$ cat config.mk
export PLATFORM = sky130hd
export DESIGN_NAME = host_decode
export DESIGN_NICKNAME = d
export VERILOG_FILES = /design/src/rtl/tile_bus_pkg.sv /design/src/rtl/host_decode.sv
export SDC_FILE = /design/constraint.sdc
export NUM_CORES = 1
export LEC_CHECK = 0
export BUFFER_PORTS_ARGS = -buffer_cell sky130_fd_sc_hd__buf_2
export CORE_ASPECT_RATIO = 0.75
export CORE_MARGIN = 2
export CORE_UTILIZATION = 42
export DETAILED_ROUTE_END_ITERATION = 12
export PLACE_DENSITY = 0.79
export SLEW_MARGIN = 5
export SYNTH_ARGS = -nofsm -noshare
export SYNTH_HDL_FRONTEND = slang
export SYNTH_SLANG_ARGS = --single-unit
$ cat constraint.sdc
create_clock -name clk_i -period 3.3 [get_ports clk_i]
set_input_delay 0.165 -clock clk_i [delete_from_list [all_inputs] [get_ports clk_i]]
set_output_delay 0.165 -clock clk_i [all_outputs]
set_load 0.1 [all_outputs]
$ cat src/rtl/tile_bus_pkg.sv
// tile bus package
// host bus field types and the address bit that splits RAM from SFRs

package tile_bus_pkg;

    // byte address as seen by the host
    typedef logic [31:0] addr_t;

    typedef logic [31:0] data_t;

    // one enable per byte lane
    typedef logic [3:0] be_t;

    // set selects the SFR block, clear selects the RAM
    localparam int SFR_BITSEL = 20;

endpackage
$ cat src/rtl/host_decode.sv
// host decode
// runs the four-phase host handshake, strobes the RAM or the SFR block
// and hands the selected read data back with the acknowledge

`timescale 1ns/1ps

module host_decode
    import tile_bus_pkg::*;
(
    input  logic  clk_i
    , input  logic  rst_i

    , input  logic  req_i
    , input  logic  we_i
    , input  addr_t addr_i
    , input  be_t   be_i
    , input  data_t wdata_i
    , output logic  ack_o
    , output data_t rdata_o

    , output logic  ram_req_o
    , output logic  sfr_req_o
    , output logic  we_o
    , output addr_t addr_o
    , output be_t   be_o
    , output data_t wdata_o
    , input  data_t ram_rdata_i
    , input  data_t sfr_rdata_i
);

    typedef enum logic [1:0] {
        ST_IDLE,
        ST_ACCESS,
        ST_RESPOND,
        ST_RELEASE
    } state_t;

    state_t state;
    logic   sel_sfr;

    // single strobe while in access
    assign ram_req_o = (state == ST_ACCESS) && !sel_sfr;
    assign sfr_req_o = (state == ST_ACCESS) && sel_sfr;

    always_ff @(posedge clk_i)
    begin
        if (rst_i)
        begin
            state <= ST_IDLE;
            ack_o <= 1'b0;
        end
        else
        begin
            case (state)
                ST_IDLE:
                begin
                    ack_o <= 1'b0;
                    if (req_i)
                        state <= ST_ACCESS;
                end
                ST_ACCESS:
                    state <= ST_RESPOND;
                ST_RESPOND:
                begin
                    ack_o <= 1'b1;
                    state <= ST_RELEASE;
                end
                ST_RELEASE:
                begin
                    // ack drops on the edge after req is seen low
                    if (!req_i)
                        state <= ST_IDLE;
                end
                default:
                    state <= ST_IDLE;
            endcase
        end
    end

    always_ff @(posedge clk_i)
    begin
        if (state == ST_IDLE && req_i)
        begin
            we_o    <= we_i;
            addr_o  <= addr_i;
            be_o    <= be_i;
            wdata_o <= wdata_i;
            sel_sfr <= addr_i[SFR_BITSEL];
        end
        if (state == ST_RESPOND)
            rdata_o <= sel_sfr ? sfr_rdata_i : ram_rdata_i;
    end

endmodule

==> impl_metrics.tcl <==
set metrics [dict create \
    synth_area_leaders "edfxtp_1 80%, mux2_4 11%, ha_1 2.0%" \
    grt_start_max_net_pins 42 \
    slew_headroom_pct 54.7 \
    syn_nets 304 \
    synth_cell_types 18 \
    cts.sinks 104 \
    synth.yosys.warnings 0 \
    tightest_slew_ns 0.679 \
    grtUsageTotal_pct 18.1 \
    core_area_um2 8930 \
    port_buffers 239 \
    cts_made_buffers 9 \
    fillers 630 \
    crit_type "reg -> out" \
    die_x_um 114 \
    grt-ovfl-total 0 \
    antenna_found_initial 0 \
    cts_root_buf "clkbuf_16" \
    drv_cap 0 \
    yosysSeqAreaShare_pct 81.2 \
    rows 30 \
    dp_hpwl_um 6230 \
    synth_top_area_share_pct 79.6 \
    syn_avg_cell_area_um2 23.5 \
    skew_ns 0.00541 \
    setup_viol 0 \
    initialDrtViolationCount 122 \
    worstPathRequired_ns 3.13 \
    synth_edf_count 101 \
    synth_most_common_cell "edfxtp_1" \
    grt_pass1_wl_um 13300 \
    ios 240 \
    finalCritPeriodShare_pct 58.6 \
    grt_pass1_vias 2639 \
    firstDrtPassIters 4 \
    fin_crit_ns 1.93 \
    synth_top_flop_cell "edfxtp_1" \
    final.setup.tns_ns 0 \
    route.final.wire_length_um 9470 \
    drive_above_1_share_pct 62.2 \
    vias 2640 \
    hold_class "in -> reg" \
    clkTransAtPathRegs_ns 0.07 \
    start_util_pct 42.6 \
    startpoint_type "flop" \
    rsz0062_at_grt "no" \
    gp_congestion 0.735 \
    utilization_pct 66.6 \
    status "complete, no violations" \
    place_ws_ns 1.34 \
    fin_area_um2 5950 \
    cts.path.max_buffers 2 \
    viasPerCell 4.55 \
    pwr_density_cell_nw_per_um2 1000 \
    ys_ff_latch 104 \
    postPlaceCellArea_um2 5110 \
    finalPower_w 0.00595 \
    n_antenna_cell 0 \
    wire_per_inst_um 16.3 \
    clk_latency_ns 0.34 \
    slew_violations 0 \
    r2r_slack_ns 1.38 \
    crit_fanout 35 \
    die-area_um2 9850 \
    cp-end-kind "output port" \
    ant_nets 0 \
    peakVddDrop_uv 571 \
    cts.htree.levels 3 \
    fin_ws_ns 1.37 \
    cts_tree "built" \
    route.detailed.drc 0 \
    syn_inst 162 \
    synth.cell_area_um2 3810 \
    synthTopCellsByCount "101 x edfxtp_1, 28 x mux2_4, 6 x ha_1" \
    critPathArrivalTime_ns 1.77 \
    finalHoldViolations 0 \
    layout.nets 605 \
    syn_to_final_growth_pct 56.3 \
    yosysTopAreaCell "edfxtp_1" \
    synth_async_sr_flop_share_pct 0 \
    p_leak_nw 2.64 \
    die_h_um 86.5 \
    fmax_ghz 0.517 \
]
[layout make-up]
cell class	count	area (um2)	share of cell area [%]
Clock inverter	7	90.1	1.51
Inverter	2	7.51	0.126
Multi-Input combinational cell	51	636	10.7
Tap cell	112	140	2.35
Timing Repair Buffer	295	1760	29.6
Clock buffer	9	225	3.78
Sequential cell	104	3090	52.0
[per-stage QoR]
| step | hold WS (ns) | cells |
|---|---|---|
| after floorplan | 0.234 | 162 |
| after global placement | 0.343 | 511 |
| after detailed placement | 0.343 | 511 |
| after CTS | 0.0000930 | 576 |
| after global routing | -0.00164 | 580 |
| final | 0.0103 | 580 |
[cells by family after synthesis]
| kind of cell | share of synthesized area, % |
|---|---|
| flip-flops | 81.2 |
| AND/OR/NAND/NOR | 1.22 |
| multiplexers | 13.0 |
| buffers and inverters | 2.14 |
| adder cells (fa/ha/maj) | 1.97 |
| AO/OA/AOI/OAI | 0.460 |
[state kept, by name (all words and copies together) (netlist names)]
name     flops
wdata_o     32
addr_o      32
ack_o        1
we_o         1
be_o         4
rdata_o     32
state        2
[placed cells by master, fill, tap and decap left out, drive strengths merged]
master / synthesis / layout
buf: 5 / 242
edfxtp: 101 / 101
dlygate4sd3: 0 / 53
mux2: 32 / 32
clkbuf: 0 / 9
ha: 6 / 6
inv: 2 / 4
nand2b: 3 / 3
mux2i: 3 / 3
dfxtp: 3 / 3
clkinvlp: 0 / 2
and2: 2 / 2
clkinv: 0 / 2
nor2b: 1 / 1
o21bai: 1 / 1
or3b: 1 / 1
o21ai: 1 / 1
a21oi: 1 / 1
bufinv: 0 / 1
[worst paths after layout]
kind,startpoint,end,cells after the start
setup / recovery,addr_o[20],sfr_req_o,3
hold / removal,addr_i[15],addr_o[15],1
setup reg to reg,state[0],wdata_o[11],4
hold reg to reg,state[0],state[0],2
[where the power goes]
part / switching (W) / total (W) / internal, W / leakage [nW]
Combinational: 0.00246 / 0.00291 / 0.000446 / 1.52
Clock: 0.000486 / 0.00109 / 0.000604 / 0.147
Sequential: 0.0000904 / 0.00196 / 0.00187 / 0.972
Total: 0.00304 / 0.00595 / 0.00292 / 2.64
[layer usage]
metal  GRT usage (%)  vias up  wire length [um]
li1                -     1233                 -
met1            20.0     1258              3370
met2            33.9      131              5220
met3            5.17       18               662
met4            5.88        0               218
met5               0        -                 0
[critical path, cell delays in order (launching register included)]
cell	delay, ns
edfxtp_1	0.32
buf_4	0.47
and2_1	0.21
buf_2	0.42
[timing repair]
action,4_1_cts,5_1_grt
setup buffers,0,0
endpoints found under the hold margin,49,4
hold buffers,49,4
setup endpoints to repair,0,0
resized for setup,0,0
Note: power is estimated with default switching activity, not from simulation.
