==> src/rtl/tile_sfr_pkg.sv <==
// tile SFR package
// register map, timer count type and fixed interrupt line numbers

package tile_sfr_pkg;

    // word index within the SFR block, address bits 4..2
    typedef logic [2:0] sfr_idx_t;

    localparam sfr_idx_t SFR_CORENUM = 3'd0;
    localparam sfr_idx_t SFR_CTRL    = 3'd1;
    localparam sfr_idx_t SFR_IRQ_EN  = 3'd2;
    localparam sfr_idx_t SFR_TIMER   = 3'd3;
    localparam sfr_idx_t SFR_SGI     = 3'd4;

    typedef logic [31:0] timer_t;

    // timer wrap is merged into this line
    localparam int IRQ_TIMER_LINE = 1;

endpackage

==> src/rtl/tile_bus_pkg.sv <==
// tile bus package
// host bus field types and the address bit that splits RAM from SFRs

package tile_bus_pkg;

    // byte address as seen by the host
    typedef logic [31:0] addr_t;

    typedef logic [31:0] data_t;

    // one enable per byte lane
    typedef logic [3:0] be_t;

    // set selects the SFR block, clear selects the RAM
    localparam int SFR_BITSEL = 20;

endpackage
==> src/rtl/tile_sfr.sv <==
// tile SFR block
// core number, software reset, interrupt enables, periodic timer
// and software-generated interrupt trigger

`timescale 1ns/1ps

module tile_sfr
    import tile_bus_pkg::*;
    import tile_sfr_pkg::*;
#(
    parameter int CORENUM          = 0
    , parameter bit SW_RESET_DEFAULT = 1'b0
    , parameter int IRQ_NUM_POW      = 4
)
(
    input  logic  clk_i
    , input  logic  rst_i

    , input  logic  req_i
    , input  logic  we_i
    , input  addr_t addr_i
    , input  data_t wdata_i
    , output data_t rdata_o

    , output logic                       sw_reset_o
    , output logic [2**IRQ_NUM_POW-1:0]  irq_en_o
    , output logic                       irq_timer_o
    , output logic                       sgi_req_o
    , output logic [IRQ_NUM_POW-1:0]     sgi_code_o
);

    sfr_idx_t idx;
    timer_t   timer_period;
    timer_t   timer_cnt;
    logic     wr_en;

    assign idx   = addr_i[4:2];
    assign wr_en = req_i && we_i;

    always_ff @(posedge clk_i)
    begin
        if (rst_i)
        begin
            sw_reset_o   <= SW_RESET_DEFAULT;
            irq_en_o     <= '0;
            timer_period <= '0;
            timer_cnt    <= '0;
            irq_timer_o  <= 1'b0;
            sgi_req_o    <= 1'b0;
        end
        else
        begin
            sgi_req_o   <= 1'b0;
            irq_timer_o <= 1'b0;

            // period 0 keeps the timer stopped
            if (timer_period == '0)
                timer_cnt <= '0;
            else if (timer_cnt >= timer_period - timer_t'(1))
            begin
                timer_cnt   <= '0;
                irq_timer_o <= 1'b1;
            end
            else
                timer_cnt <= timer_cnt + timer_t'(1);

            if (wr_en)
            begin
                case (idx)
                    SFR_CTRL:   sw_reset_o <= wdata_i[0];
                    SFR_IRQ_EN: irq_en_o   <= wdata_i[2**IRQ_NUM_POW-1:0];
                    SFR_TIMER:
                    begin
                        timer_period <= wdata_i;
                        timer_cnt    <= '0;
                    end
                    SFR_SGI:    sgi_req_o  <= 1'b1;
                    default:    ;
                endcase
            end
        end
    end

    always_ff @(posedge clk_i)
    begin
        if (wr_en && idx == SFR_SGI)
            sgi_code_o <= wdata_i[IRQ_NUM_POW-1:0];
        if (req_i)
        begin
            case (idx)
                SFR_CORENUM: rdata_o <= data_t'(CORENUM);
                SFR_CTRL:    rdata_o <= data_t'(sw_reset_o);
                SFR_IRQ_EN:  rdata_o <= data_t'(irq_en_o);
                SFR_TIMER:   rdata_o <= timer_period;
                default:     rdata_o <= '0;
            endcase
        end
    end

endmodule

==> config.mk <==
export PLATFORM = sky130hd
export DESIGN_NAME = tile_sfr
export DESIGN_NICKNAME = d
export VERILOG_FILES = /design/src/rtl/tile_sfr_pkg.sv /design/src/rtl/tile_bus_pkg.sv /design/src/rtl/tile_sfr.sv
export SDC_FILE = /design/constraint.sdc
export NUM_CORES = 1
export LEC_CHECK = 0
export ABC_CLOCK_PERIOD_IN_PS = 7230
export BUFFER_PORTS_ARGS = -buffer_cell sky130_fd_sc_hd__buf_4
export CAP_MARGIN = 5
export CELL_PAD_IN_SITES_DETAIL_PLACEMENT = 0
export CELL_PAD_IN_SITES_GLOBAL_PLACEMENT = 1
export CORE_MARGIN = 5
export CORE_UTILIZATION = 24
export CTS_BUF_LIST = sky130_fd_sc_hd__clkbuf_8
export DETAILED_ROUTE_END_ITERATION = 6
export HOLD_SLACK_MARGIN = 0.08
export PLACE_DENSITY = 0.48
export SETUP_SLACK_MARGIN = 0.02
export SYNTH_ARGS = -nofsm -noshare
export SYNTH_HDL_FRONTEND = slang
export SYNTH_SLANG_ARGS = --single-unit
==> constraint.sdc <==
create_clock -name clk_i -period 7.23 [get_ports clk_i]
set_clock_uncertainty 0.15 [all_clocks]
set_input_delay 0.723 -clock clk_i [delete_from_list [all_inputs] [get_ports clk_i]]
set_output_delay 0.723 -clock clk_i [all_outputs]
set_load 0.05 [all_outputs]
==> impl_results.md <==
* Status: finished clean
* Final setup margin at around 2.9 ns
* Total gr overflow at 0
* Final Util at between 20 and 30%
* Synth async-reset ratio at 0%
* Avg Vias per Cell at 4.64
* Count leader, synth: nand2_1
* Setup violations, final at 0
* EDFF count, synth at 36
* Die Span Y at around 170 µm
* Vias in the first global route at roughly 5,000
* Total routed wirelength at roughly 17 mm
* Pins over their slew limit at 0
* Synth cell count leaders: 118 x nand2_1, 83 x dfxtp_1, 62 x a21oi_1
* Maximum vdd drop at between 0.00008 and 0.00009 V
* Main flop type after synthesis: dfxtp_1
* Rows at 57
* CP Cell Sequence: nor4_4 > and4b_1 > nand3_2 > nor4_2 > xnor2_1 > ha_1 > nand4_1 > nor2_1 > a221o_1 > a211o_1 > nor4_1
* CTS clk-pin slew, worst paths at roughly 0.080 ns
* Clock buffer depth at 2
* Fin. Hold Viols at 0
* Syn avg cell area at 9.51 µm²
* Hold wc startpoint: irq_en_o[7]$_SDFFE_PP0P_
* RSZ-0062 raised after global routing: no
* Power density cells at ~200 nW/µm²
* Reg2reg setup slack at between 2 and 3 ns
* Tot GR Track Use at 12.3%
* Initial antenna violation count at 0
* Worst reg-to-reg path cell count at 11
* # diodes at 0
* CP arrival at approximately 4.5 ns
* WL met1 at 8.04 mm
* Clock Tree Root: clkbuf_8
* Min Tclk post-route at 4.33 ns
* Final antenna-violating net count at 0
* Num Clock Sinks at ~120
* Cts bufs inserted at 17
* Layout area overhead at 21.9%
* Core area at between 20,000 and 25,000 µm²
* Hpwl dp at around 12 mm
* Final period utilization at approximately three fifths
* Die Width at ~170 µm
* Vias post-DR at a little under 5,000
* CTS tree: done
* Worst Max-Slew Pin Slew at ~1.2 ns
* Largest net degree at the start of global routing at 52
* CP startpoint kind: flop
* Crit-path slowest cell: a211o_1
* GPL Wtd Cong at around 0.77
* Post-Syn Nets at 734
* Setup WS pre-CTS at 2.91 ns
* Share of post-route cells with drive strength above 1 at between 20% and 30%
* HP Class: flop to flop
* Pre-antenna DRT Iters at 4
* Fin area at around 7300 µm²
* Max Freq at about 0.23 GHz
* R2R Path Start: timer_period[2]$_SDFFE_PP0P_
* Port-buffer cells at 93
* Post-Syn Instances at about 630
* Avg WL per Cell at ~17 µm
* Hold EP: irq_en_o[7]$_SDFFE_PP0P_
* First-pass GRT wire length at about 28 mm
* DRC Markers at 0
* Multi-input gate area at ~3000 µm²
* Synthesized area at 6000 µm²
* Leak at 2.90 nW
* Max-cap violations at 0
* Post_cts resized at 0
* Full die area at around 28,000 µm²
* Fin nets at just over 800
* Cell variety after synth at 52
* First-iteration detailed-routing DRC count at 191
* Required @ worst endpoint at 7.40 ns
* Starting Density at between 20% and 30%
* Yosys warns at 0
* H-Tree Depth at 4
* Seq cells post-synth at between 100 and 150
* Main area contributors after synthesis: dfxtp_1 28%, edfxtp_1 18%, nand2_1 7.4%
* Detail Route met3 WL at about 800 µm
* Hold-fix buffers, CTS at 0
* Post-CTS Repair Setup Buffers at 0
* Crit end category: flop
* # fillers at ~2,600
* I/O pins at about 120
* Register area share after synthesis at between 40 and 50%
* Hold Path Depth at 2
* Dpl cell area at a little under 7000 µm²
* Max layer used: met4
* Worst-Skew Late Latency at ~0.43 ns
* Metal2 WL at around 8.4 mm
* Yosys top cell area share at between 20% and 30%
* Relative slew margins at between 10% and 20%
* Kind of critical path: flop to flop
* Max Fanout on Critical Path at 33
* CP max stage delay at slightly below 0.7 ns
* Synth area leader: dfxtp_1
* Register area at approximately 2700 µm²
* Total negative slack at 0 ns
* Crit Reg-Reg Endpoint: timer_cnt[24]$_SDFF_PP0_
sequential cells by signal, summed over array words and instances (netlist names):
register      cells
irq_en_o         16
rdata_o          32
sw_reset_o        1
timer_cnt        32
timer_period     32
sgi_req_o         1
irq_timer_o       1
sgi_code_o        4
final cells by class:
class	count	area share [%]
multi-input cells	469	41.6
clock inverters	11	1.15
well taps	324	5.54
clock buffers	21	3.95
repair buffers	97	9.95
inverters	6	0.308
flip-flops and latches	119	37.5
kinds of logic after synthesis:
family	count (synthesis)	synth area share, %
buffers and inverters	43	3.55
flip-flops	119	45.7
XOR/XNOR	60	8.76
AO/OA/AOI/OAI	91	9.30
AND/OR/NAND/NOR	281	25.0
multiplexers	2	0.355
adder cells (fa/ha/maj)	35	7.30
cells in the final DEF, fill, tap and decap left out, types with 19 or more instances in the layout:
cell type and instances:
ha_1 35, nand3_1 20, nand4_1 19, xnor2_1 27, buf_4 97, dfxtp_1 83
clkbuf_8 21, edfxtp_1 36, xor2_1 33, nor4_1 36, nand2_1 118, a21oi_1 62
worst max-delay path, delay by kind of cell (launching register included):
family                   cells  cell delay (ns)
AO/OA/AOI/OAI                2             1.00
flip-flops                   1             0.42
AND/OR/NAND/NOR              7             2.12
adder cells (fa/ha/maj)      1             0.30
XOR/XNOR                     1             0.21
through the flow:
step                power [mW]  hold slack [ns]  instances
floorplan                0.847            0.309        631
global placement         0.908            0.313       1015
detailed placement       0.912            0.320       1015
CTS                       1.51            0.295       1047
global route              1.55            0.295       1047
finish                    1.48            0.330       1047
routing by layer:
layer	global-route usage, %	up-vias
met2	20.7	97
met1	15.8	2319
met4	3.07	0
met5	0	-
met3	3.19	11
li1	-	2431
how the worst max path moves through the flow:
stage                               endpoint  cells past startpoint                           from
floorplan           timer_cnt[10]$_SDFF_PP0_                     12  timer_period[16]$_SDFFE_PP0P_
global placement     timer_cnt[1]$_SDFF_PP0_                     11   timer_period[2]$_SDFFE_PP0P_
detailed placement  timer_cnt[24]$_SDFF_PP0_                     11   timer_period[2]$_SDFFE_PP0P_
CTS                 timer_cnt[24]$_SDFF_PP0_                     11   timer_period[3]$_SDFFE_PP0P_
global route        timer_cnt[25]$_SDFF_PP0_                     11   timer_period[2]$_SDFFE_PP0P_
finish              timer_cnt[24]$_SDFF_PP0_                     11   timer_period[2]$_SDFFE_PP0P_
where the power goes:
| part | internal, mW | leakage (nW) | switching (mW) |
|---|---|---|---|
| clock network | 0.303 | 0.204 | 0.285 |
| logic | 0.0691 | 1.66 | 0.118 |
| registers | 0.698 | 1.04 | 0.00886 |
Note: power is estimated with default switching activity, not from simulation.
