--- config.mk ---
export PLATFORM = sky130hd
export DESIGN_NAME = irq_adapter
export DESIGN_NICKNAME = d
export VERILOG_FILES = /design/src/rtl/irq_adapter.sv
export SDC_FILE = /design/constraint.sdc
export NUM_CORES = 1
export LEC_CHECK = 0
export ABC_AREA = 1
export BUFFER_PORTS_ARGS = -buffer_cell sky130_fd_sc_hd__buf_2
export CAP_MARGIN = 0
export CORE_ASPECT_RATIO = 0.6
export CORE_MARGIN = 2
export CORE_UTILIZATION = 55
export DETAILED_ROUTE_END_ITERATION = 6
export PLACE_DENSITY = 0.89
export SETUP_SLACK_MARGIN = 0.05
export SLEW_MARGIN = 20
export SYNTH_ARGS = -nofsm -noshare
export SYNTH_HDL_FRONTEND = slang
export SYNTH_SLANG_ARGS = --single-unit
--- constraint.sdc ---
create_clock -name clk_i -period 3.2 [get_ports clk_i]
set_input_delay 0.16 -clock clk_i [delete_from_list [all_inputs] [get_ports clk_i]]
set_output_delay 0.16 -clock clk_i [all_outputs]
set_load 0.005 [all_outputs]
--- src/rtl/irq_adapter.sv ---
// interrupt adapter
// latches line edges and SGIs as pending and offers the lowest one
// to the core over a four-phase req/ack pair

`timescale 1ns/1ps

module irq_adapter
#(
    parameter int IRQ_NUM_POW = 4
)
(
    input  logic                      clk_i
    , input  logic                      rst_i

    , input  logic [2**IRQ_NUM_POW-1:0] irq_i
    , input  logic                      sgi_req_i
    , input  logic [IRQ_NUM_POW-1:0]    sgi_code_i

    , output logic                      irq_req_o
    , output logic [IRQ_NUM_POW-1:0]    irq_code_o
    , input  logic                      irq_ack_i
);

    localparam int IRQ_NUM = 2**IRQ_NUM_POW;

    typedef enum logic [1:0] {
        ST_IDLE,
        ST_REQ,
        ST_WAIT_LOW
    } state_t;

    state_t                 state;
    logic [IRQ_NUM-1:0]     irq_prev;
    logic [IRQ_NUM-1:0]     pending;
    logic [IRQ_NUM-1:0]     set_mask;
    logic [IRQ_NUM-1:0]     clr_mask;
    logic [IRQ_NUM_POW-1:0] lowest;

    always_comb
    begin
        set_mask = irq_i & ~irq_prev;
        if (sgi_req_i)
            set_mask[sgi_code_i] = 1'b1;
        clr_mask = '0;
        if (state == ST_REQ && irq_ack_i)
            clr_mask[irq_code_o] = 1'b1;
        // scan downward so the lowest index wins
        lowest = '0;
        for (int i = IRQ_NUM - 1; i >= 0; i--)
            if (pending[i])
                lowest = IRQ_NUM_POW'(i);
    end

    always_ff @(posedge clk_i)
    begin
        if (rst_i)
        begin
            state     <= ST_IDLE;
            irq_req_o <= 1'b0;
            pending   <= '0;
            // lines already high at release are not new edges
            irq_prev  <= irq_i;
        end
        else
        begin
            irq_prev <= irq_i;
            pending  <= (pending & ~clr_mask) | set_mask;
            case (state)
                ST_IDLE:
                    if (|pending)
                    begin
                        irq_code_o <= lowest;
                        irq_req_o  <= 1'b1;
                        state      <= ST_REQ;
                    end
                ST_REQ:
                    if (irq_ack_i)
                    begin
                        irq_req_o <= 1'b0;
                        state     <= ST_WAIT_LOW;
                    end
                ST_WAIT_LOW:
                    if (!irq_ack_i)
                        state <= ST_IDLE;
                default:
                    state <= ST_IDLE;
            endcase
        end
    end

endmodule

==> metrics.md, run 1 <==
| Metric | Value |
|---|---|
| Fraction of layout instances using a drive strength above 1 | 15.0% |
| Arrival time of the worst setup path | 1.56 ns |
| First-pass GRT wire length | 6130 µm |
| Launching element of the worst setup path | pending[14]$_SDFF_PP0_ |
| Width of the die | 73.1 µm |
| Switching power share of the total | 26.1% |
| Crit path to | irq_code_o[0]$_SDFFCE_PP0P_ |
| P&R area growth vs syn | 28.9% |
| Total number of vias | 1,475 |
| Top Ports | 29 |
| Least-Margin Pin Slew | 0.606 ns |
| WL final | 3870 µm |
| Cell depth of the worst setup path | 6 |
| Synthesized flop and latch total | 39 |
| Share of the clock period used by the worst path | 47.9% |
| Internal Dissipation | 854 µW |
| Number of hold violations in the final report | 0 |
| Delay of the slowest cell on the worst path | 0.33 ns |
| Antenna violations before repair | 0 |
| Commonest cells after routing, fill and taps aside | 45 x sky130_fd_sc_hd__inv_1, 37 x sky130_fd_sc_hd__nand2_1, 35 x sky130_fd_sc_hd__dfxtp_1 |
| Largest net degree at the start of global routing | 22 |
| Comb power frac | 14.4% |
| Maximum clock frequency | 652 MHz |
| Final slew viol count | 0 |
| Number of buffers added by the clock tree synthesis step | 5 |
| Share of the synthesized area in the top cell type | 44.4% |
| Hold/Removal Path Class | in2reg |
| Full die area | 0.00332 mm² |
| Total DRC errors in the routed layout | 0 |
| Setup total negative slack | 0 ns |
| Most frequent standard cell in the layout excluding fill and tap cells | sky130_fd_sc_hd__inv_1 |
| Post-Syn Area | 0.00158 mm² |
| RSZ-0062 raised after global routing | no |
| Most area-consuming cells after synthesis | sky130_fd_sc_hd__dfxtp_1 44%, sky130_fd_sc_hd__inv_1 11%, sky130_fd_sc_hd__nand2_1 8.8% |
| FP Rows | 14 |
| Max cap viols | 0 |
| Relative slew slack | 59.3% |
| Net Switching | 301 µW |
| Setup Skew | 0.00761 ns |
| CTS tree | done |
| Cell total after placement | 262 |
| Worst R2R Setup Slack | 1.67 ns |
| Worst skew pair latency | 0.30 ns |
| Die Y | 45.5 µm |
| Final period demand of the worst path | 1.53 ns |
| Syn_area_per_cell | 7.73 µm² |
| Cell chain of the critical path | nor2_1, inv_1, nor3_1, nand2_1, o21ai_2, nor2_1 |
| Final count of negative-setup-slack endpoints | 0 |
| Number of global-route vias before repair | 1,337 |
| Overall fraction of global-route tracks in use | 25.6% |
| Starting DRC count in detailed routing | 72 |
| WHS | 0.146 ns |
| Cells on Worst Hold Path | 3 |
| Static leakage | 0.000969 µW |
| Startpoint of the worst register-to-register path | pending[14]$_SDFF_PP0_ |
| Startpoint type of the worst setup path | register |
| Final-layout fill cell count | 192 |
| Share of synthesized area occupied by flip-flops and latches | 52.1% |
| RR Endpoint | irq_code_o[0]$_SDFFCE_PP0P_ |
| Post-synthesis cell type count | 20 |
| Largest delay contributor family on the critical path | simple AND/OR/NAND/NOR gates |
| Postcts setup bufs | 0 |
| Total number of clock tree sinks | 39 |
| Number of nets with antenna violations after detailed routing | 0 |
| Leftover overflow at the end of global routing | 0 |
| First-pass iteration count of the detailed router | 4 |
| Via count normalized by instance count | 5.16 |
| Syn nets | 228 |
| Number of non-filler instances in the completed layout | 286 |
| Clock slew at the register clock pins of the worst setup and hold paths | 0.08 ns |
| Initial core utilization | 60.4% |
| Buffering stage count on the worst path with inverters included | 1 |
| Largest buffer count on any clock path | 2 |
| Status | finished clean |
| Sequential cell area | 821 µm² |
| Final estimated routing congestion in global placement | 0.879 |
| Cell taking the most area after synthesis | sky130_fd_sc_hd__dfxtp_1 |
| Clock H-tree levels | 2 |
| Logic depth of the worst register-to-register path | 6 |
| Number of diodes | 0 |
| Crit Path Max Fanout | 4 |
| Number of nets in the final layout | 277 |
| CP max-delay cell | sky130_fd_sc_hd__dfxtp_1 |
| Peak supply drop | 0.366 mV |
| Worst path required time | 3.23 ns |
| Clock Power Share | 37.1% |
| Proportion of power drawn by flip-flops and latches | 48.5% |
| Final total power | 1160 µW |
| Buffers on Ports | 28 |
| WL per Instance | 13.5 µm |
| Multi-input combinational cell area | 579 µm² |
| Area of the core | 0.00261 mm² |
| PD cells | 568 mW/mm² |
| Instance count of the mapped netlist | 204 |
| DP Wirelength | 2660 µm |
| Classification of the worst setup path | reg2reg |
| Crit path top cell by count | sky130_fd_sc_hd__nor2_1 |
| Kind of end point of the critical path | register |
| Clk Tree Root Cell | sky130_fd_sc_hd__clkbuf_8 |
| Total number of yosys warnings | 0 |
metrics by stage:
stage / cell area [µm²] / util [%] / setup WS, ns
after floorplan: 1580 / - / 1.89
after global placement: 1750 / 67.0 / 1.80
after detailed placement: 1750 / 67.0 / 1.71
after CTS: 2030 / 77.9 / 1.70
after global routing: 2030 / 77.9 / 1.58
final: 2030 / 77.9 / 1.67
cell families (layout without fill, tap and decap cells):
kind of cell | Yosys count | after routing | share of synthesized area [%]
AND/OR/NAND/NOR | 69 | 69 | 18.7
AO/OA/AOI/OAI | 49 | 49 | 18.0
buffers and inverters | 47 | 97 | 11.2
flip-flops | 39 | 39 | 52.1
sequential cells by signal, indices dropped and copies added, names as in the netlist:
signal and cells:
irq_req_o 1, irq_prev 16, state 2, irq_code_o 4, pending 16
synthesized netlist by cell type:
| cell type | number |
|---|---|
| sky130_fd_sc_hd__inv_1 | 45 |
| sky130_fd_sc_hd__nand2_1 | 37 |
| sky130_fd_sc_hd__dfxtp_1 | 35 |
| sky130_fd_sc_hd__o21ai_0 | 16 |
| sky130_fd_sc_hd__nor2_1 | 15 |
| sky130_fd_sc_hd__a21oi_1 | 14 |
| sky130_fd_sc_hd__nand3_1 | 9 |
| sky130_fd_sc_hd__a31oi_1 | 8 |
| sky130_fd_sc_hd__a22oi_1 | 7 |
| sky130_fd_sc_hd__edfxtp_1 | 4 |
| sky130_fd_sc_hd__nor3_1 | 4 |
| sky130_fd_sc_hd__clkbuf_1 | 2 |
| sky130_fd_sc_hd__a32oi_1 | 1 |
| sky130_fd_sc_hd__nand4_1 | 1 |
| sky130_fd_sc_hd__nor3_2 | 1 |
| sky130_fd_sc_hd__nor4_2 | 1 |
| sky130_fd_sc_hd__o21ai_1 | 1 |
| sky130_fd_sc_hd__o21ai_2 | 1 |
| sky130_fd_sc_hd__o311ai_0 | 1 |
| sky130_fd_sc_hd__or2_1 | 1 |
power by group through the flow:
stage / sequential (µW) / clock, µW / combinational [µW]
2_1_floorplan: 566 / 0 / 96.0
3_3_place_gp: 569 / 0 / 143
3_5_place_dp: 571 / 0 / 147
4_1_cts: 560 / 424 / 164
5_1_grt: 566 / 451 / 189
6_report: 561 / 429 / 166
what timing repair did:
item,in CTS,in global routing
hold endpoints to repair,16,0
hold buffers,16,0
resized for setup,0,0
tightest hold or removal path: cells and delay by family:
family	cells	cell delay (ns)
AOI/OAI and AO/OA	1	0.05
buffers and inverters	1	0.11
and+or+nand+nor	1	0.07
worst min-delay path by stage:
stage                            endpoint  startpoint
floorplan             irq_prev[0]$_DFF_P_    irq_i[0]
global placement      irq_prev[4]$_DFF_P_    irq_i[4]
detailed placement    irq_prev[0]$_DFF_P_    irq_i[0]
CTS                 state[1]$_SDFFE_PP0P_   irq_ack_i
global route        state[1]$_SDFFE_PP0P_   irq_ack_i
finish              state[1]$_SDFFE_PP0P_   irq_ack_i
metal layers:
layer  wire length [µm]  track usage (%)  vias to the layer above
met5                  0                0                        -
met4                 74             10.0                        0
met3                273             7.96                        9
met2               1780             42.0                       48
met1               1740             32.2                      659
li1                   -                -                      759
cell type report:
type	count	area share, %
well taps	32	1.97
inverters	45	8.31
flip-flops and latches	39	40.4
repair buffers	44	14.8
clock buffers	8	6.03
multi-input cells	118	28.5
No activity file was read; power rests on OpenSTA's default activity.
==> run 2: changes to the inputs <==
--- a/config.mk
+++ b/config.mk
@@ -10,9 +10,9 @@
 export CAP_MARGIN = 0
 export CORE_ASPECT_RATIO = 0.6
 export CORE_MARGIN = 2
-export CORE_UTILIZATION = 55
+export CORE_UTILIZATION = 53
 export DETAILED_ROUTE_END_ITERATION = 6
-export PLACE_DENSITY = 0.89
+export PLACE_DENSITY = 0.87
 export SETUP_SLACK_MARGIN = 0.05
 export SLEW_MARGIN = 20
 export SYNTH_ARGS = -nofsm -noshare
==> constraint.sdc (replaced) <==
create_clock -name clk_i -period 1.55 [get_ports clk_i]
set_input_delay 0.0775 -clock clk_i [delete_from_list [all_inputs] [get_ports clk_i]]
set_output_delay 0.0775 -clock clk_i [all_outputs]
set_load 0.005 [all_outputs]
==> run 2 against run 1 <==
Clock power increased by 52%. Critical endpoint is now irq_code_o[1]$_SDFFCE_PP0P_. Clock-buffer cell count decreased by 1. Via count decreased by 1.4%. Largest power group unchanged. Die area increased by 3.5%.
==> metrics.md, run 2 (synthesized netlist as in run 1, its figures left out) <==
| Metric | Value |
|---|---|
| Largest buffer count on any clock path | 2 |
| Standard cell area after detailed placement | 0.00176 mm² |
| Number of global-route vias before repair | 1,295 |
| Full die area | 0.00344 mm² |
| Peak supply drop | 0.713 mV |
| Startpoint type of the worst setup path | register |
| Crit Path Max Fanout | 4 |
| Number of diodes | 0 |
| Initial core utilization | 55.3% |
| Share of the clock period used by the worst path | 91.1% |
| Commonest cells after routing, fill and taps aside | 45 x sky130_fd_sc_hd__inv_1, 37 x sky130_fd_sc_hd__nand2_1, 35 x sky130_fd_sc_hd__dfxtp_1 |
| DP Wirelength | 2580 µm |
| Final slew viol count | 0 |
| Setup Skew | 0.00581 ns |
| Starting DRC count in detailed routing | 117 |
| RSZ-0062 raised after global routing | yes |
| Top Ports | 29 |
| Number of hold violations in the final report | 0 |
| Clk Tree Root Cell | sky130_fd_sc_hd__clkbuf_8 |
| WL final | 3650 µm |
| Number of nets with antenna violations after detailed routing | 0 |
| Buffers on Ports | 28 |
| Relative slew slack | 65.9% |
| Kind of end point of the critical path | register |
| Largest net degree at the start of global routing | 22 |
| Crit path top cell by count | sky130_fd_sc_hd__inv_1 |
| Final period demand of the worst path | 1.41 ns |
| Cell chain of the critical path | or2_1, nor3_2, inv_1, nor2_1, inv_1, o21ai_2, nor2_2 |
| Status | finished clean |
| Clock slew at the register clock pins of the worst setup and hold paths | 0.07 ns |
| PD cells | 1070 mW/mm² |
| CP max-delay cell | sky130_fd_sc_hd__dfxtp_1 |
| Classification of the worst setup path | reg2reg |
| Static leakage | 0.000956 µW |
| Via count normalized by instance count | 4.90 |
| Clock H-tree levels | 2 |
| Number of nets in the final layout | 278 |
| First-pass iteration count of the detailed router | 4 |
| Antenna violations before repair | 0 |
| Hold/Removal Path Class | in2reg |
| Most frequent standard cell in the layout excluding fill and tap cells | sky130_fd_sc_hd__inv_1 |
| Max cap viols | 0 |
| Total DRC errors in the routed layout | 0 |
| Delay of the slowest cell on the worst path | 0.32 ns |
| Worst slack, placed | 0.0877 ns |
| Arrival time of the worst setup path | 1.44 ns |
| Setup slack after layout | 0.139 ns |
| Area of the core | 0.00285 mm² |
| Final estimated routing congestion in global placement | 0.856 |
| Die Y | 46.2 µm |
| Total number of clock tree sinks | 39 |
| Largest registers | irq_prev: 16 flops, pending: 16 flops, irq_code_o: 4 flops |
| Worst skew pair latency | 0.29 ns |
| FP Rows | 15 |
| Maximum clock frequency | 708 MHz |
| Fraction of layout instances using a drive strength above 1 | 15.7% |
| First-pass GRT wire length | 5610 µm |
| CTS tree | done |
| Number of buffers added by the clock tree synthesis step | 5 |
| Leftover overflow at the end of global routing | 0 |
| Setup total negative slack | 0 ns |
| Cell area after layout | 0.00202 mm² |
| WL per Instance | 12.3 µm |
| Worst path required time | 1.58 ns |
| P&R area growth vs syn | 28.0% |
| Overall fraction of global-route tracks in use | 23.1% |
| Final count of negative-setup-slack endpoints | 0 |
| Final total power | 2160 µW |
| Least-Margin Pin Slew | 0.507 ns |
| Width of the die | 74.4 µm |
| WHS | 0.0618 ns |
| Total number of vias | 1,455 |
## run 2: per-layer routing
| metal | up-vias | routed length, µm | global-route usage [%] |
|---|---|---|---|
| met2 | 51 | 1610 | 35.0 |
| met4 | 0 | 24 | 8.93 |
| met5 | - | 0 | 0 |
| met1 | 640 | 1760 | 31.7 |
| li1 | 760 | - | - |
| met3 | 4 | 249 | 6.56 |
## run 2: area by class of cell
class / instances / area (µm²)
multi-input cells: 118 / 587
repair buffers: 45 / 308
well taps: 42 / 52.6
inverters: 45 / 169
clock buffers: 7 / 76.3
flip-flops and latches: 39 / 821
fillers: 236 / 835
clock inverters: 1 / 5.00
## run 2: final timing paths
kind / startpoint / end / slack, ns / cells past startpoint
max: pending[1]$_SDFF_PP0_ / irq_code_o[1]$_SDFFCE_PP0P_ / 0.14 / 7
min: irq_ack_i / state[0]$_SDFFE_PP0P_ / 0.06 / 4
max reg2reg: pending[1]$_SDFF_PP0_ / irq_code_o[1]$_SDFFCE_PP0P_ / 0.14 / 7
min reg2reg: irq_req_o$_SDFFE_PP0P_ / irq_req_o$_SDFFE_PP0P_ / 0.48 / 2
## run 2: timing repair
action                                  CTS  global route
gates resized for setup                   0             2
setup buffers                             0             1
endpoints found under the setup margin    0             4
hold buffers                             16             0
hold endpoints to repair                 16             0
## run 2: per-stage QoR
stage / util (%) / std cells
2_1_floorplan: - / 204
3_3_place_gp: 61.8 / 272
3_5_place_dp: 61.8 / 272
4_1_cts: 70.2 / 296
5_1_grt: 70.7 / 297
6_report: 70.7 / 297
## run 2: power by group
| part | switching (µW) | total (µW) | internal [µW] | leakage, µW |
|---|---|---|---|---|
| logic | 196 | 349 | 153 | 0.000582 |
| clock network | 336 | 651 | 315 | 0.0000422 |
| registers | 54.1 | 1160 | 1110 | 0.000331 |
## run 2: worst max-delay path: cells and delay by family (launching register included)
kind	cells	cell delay (ns)
simple gates	4	0.52
flops	1	0.32
buf+inv	2	0.14
compound gates	1	0.18
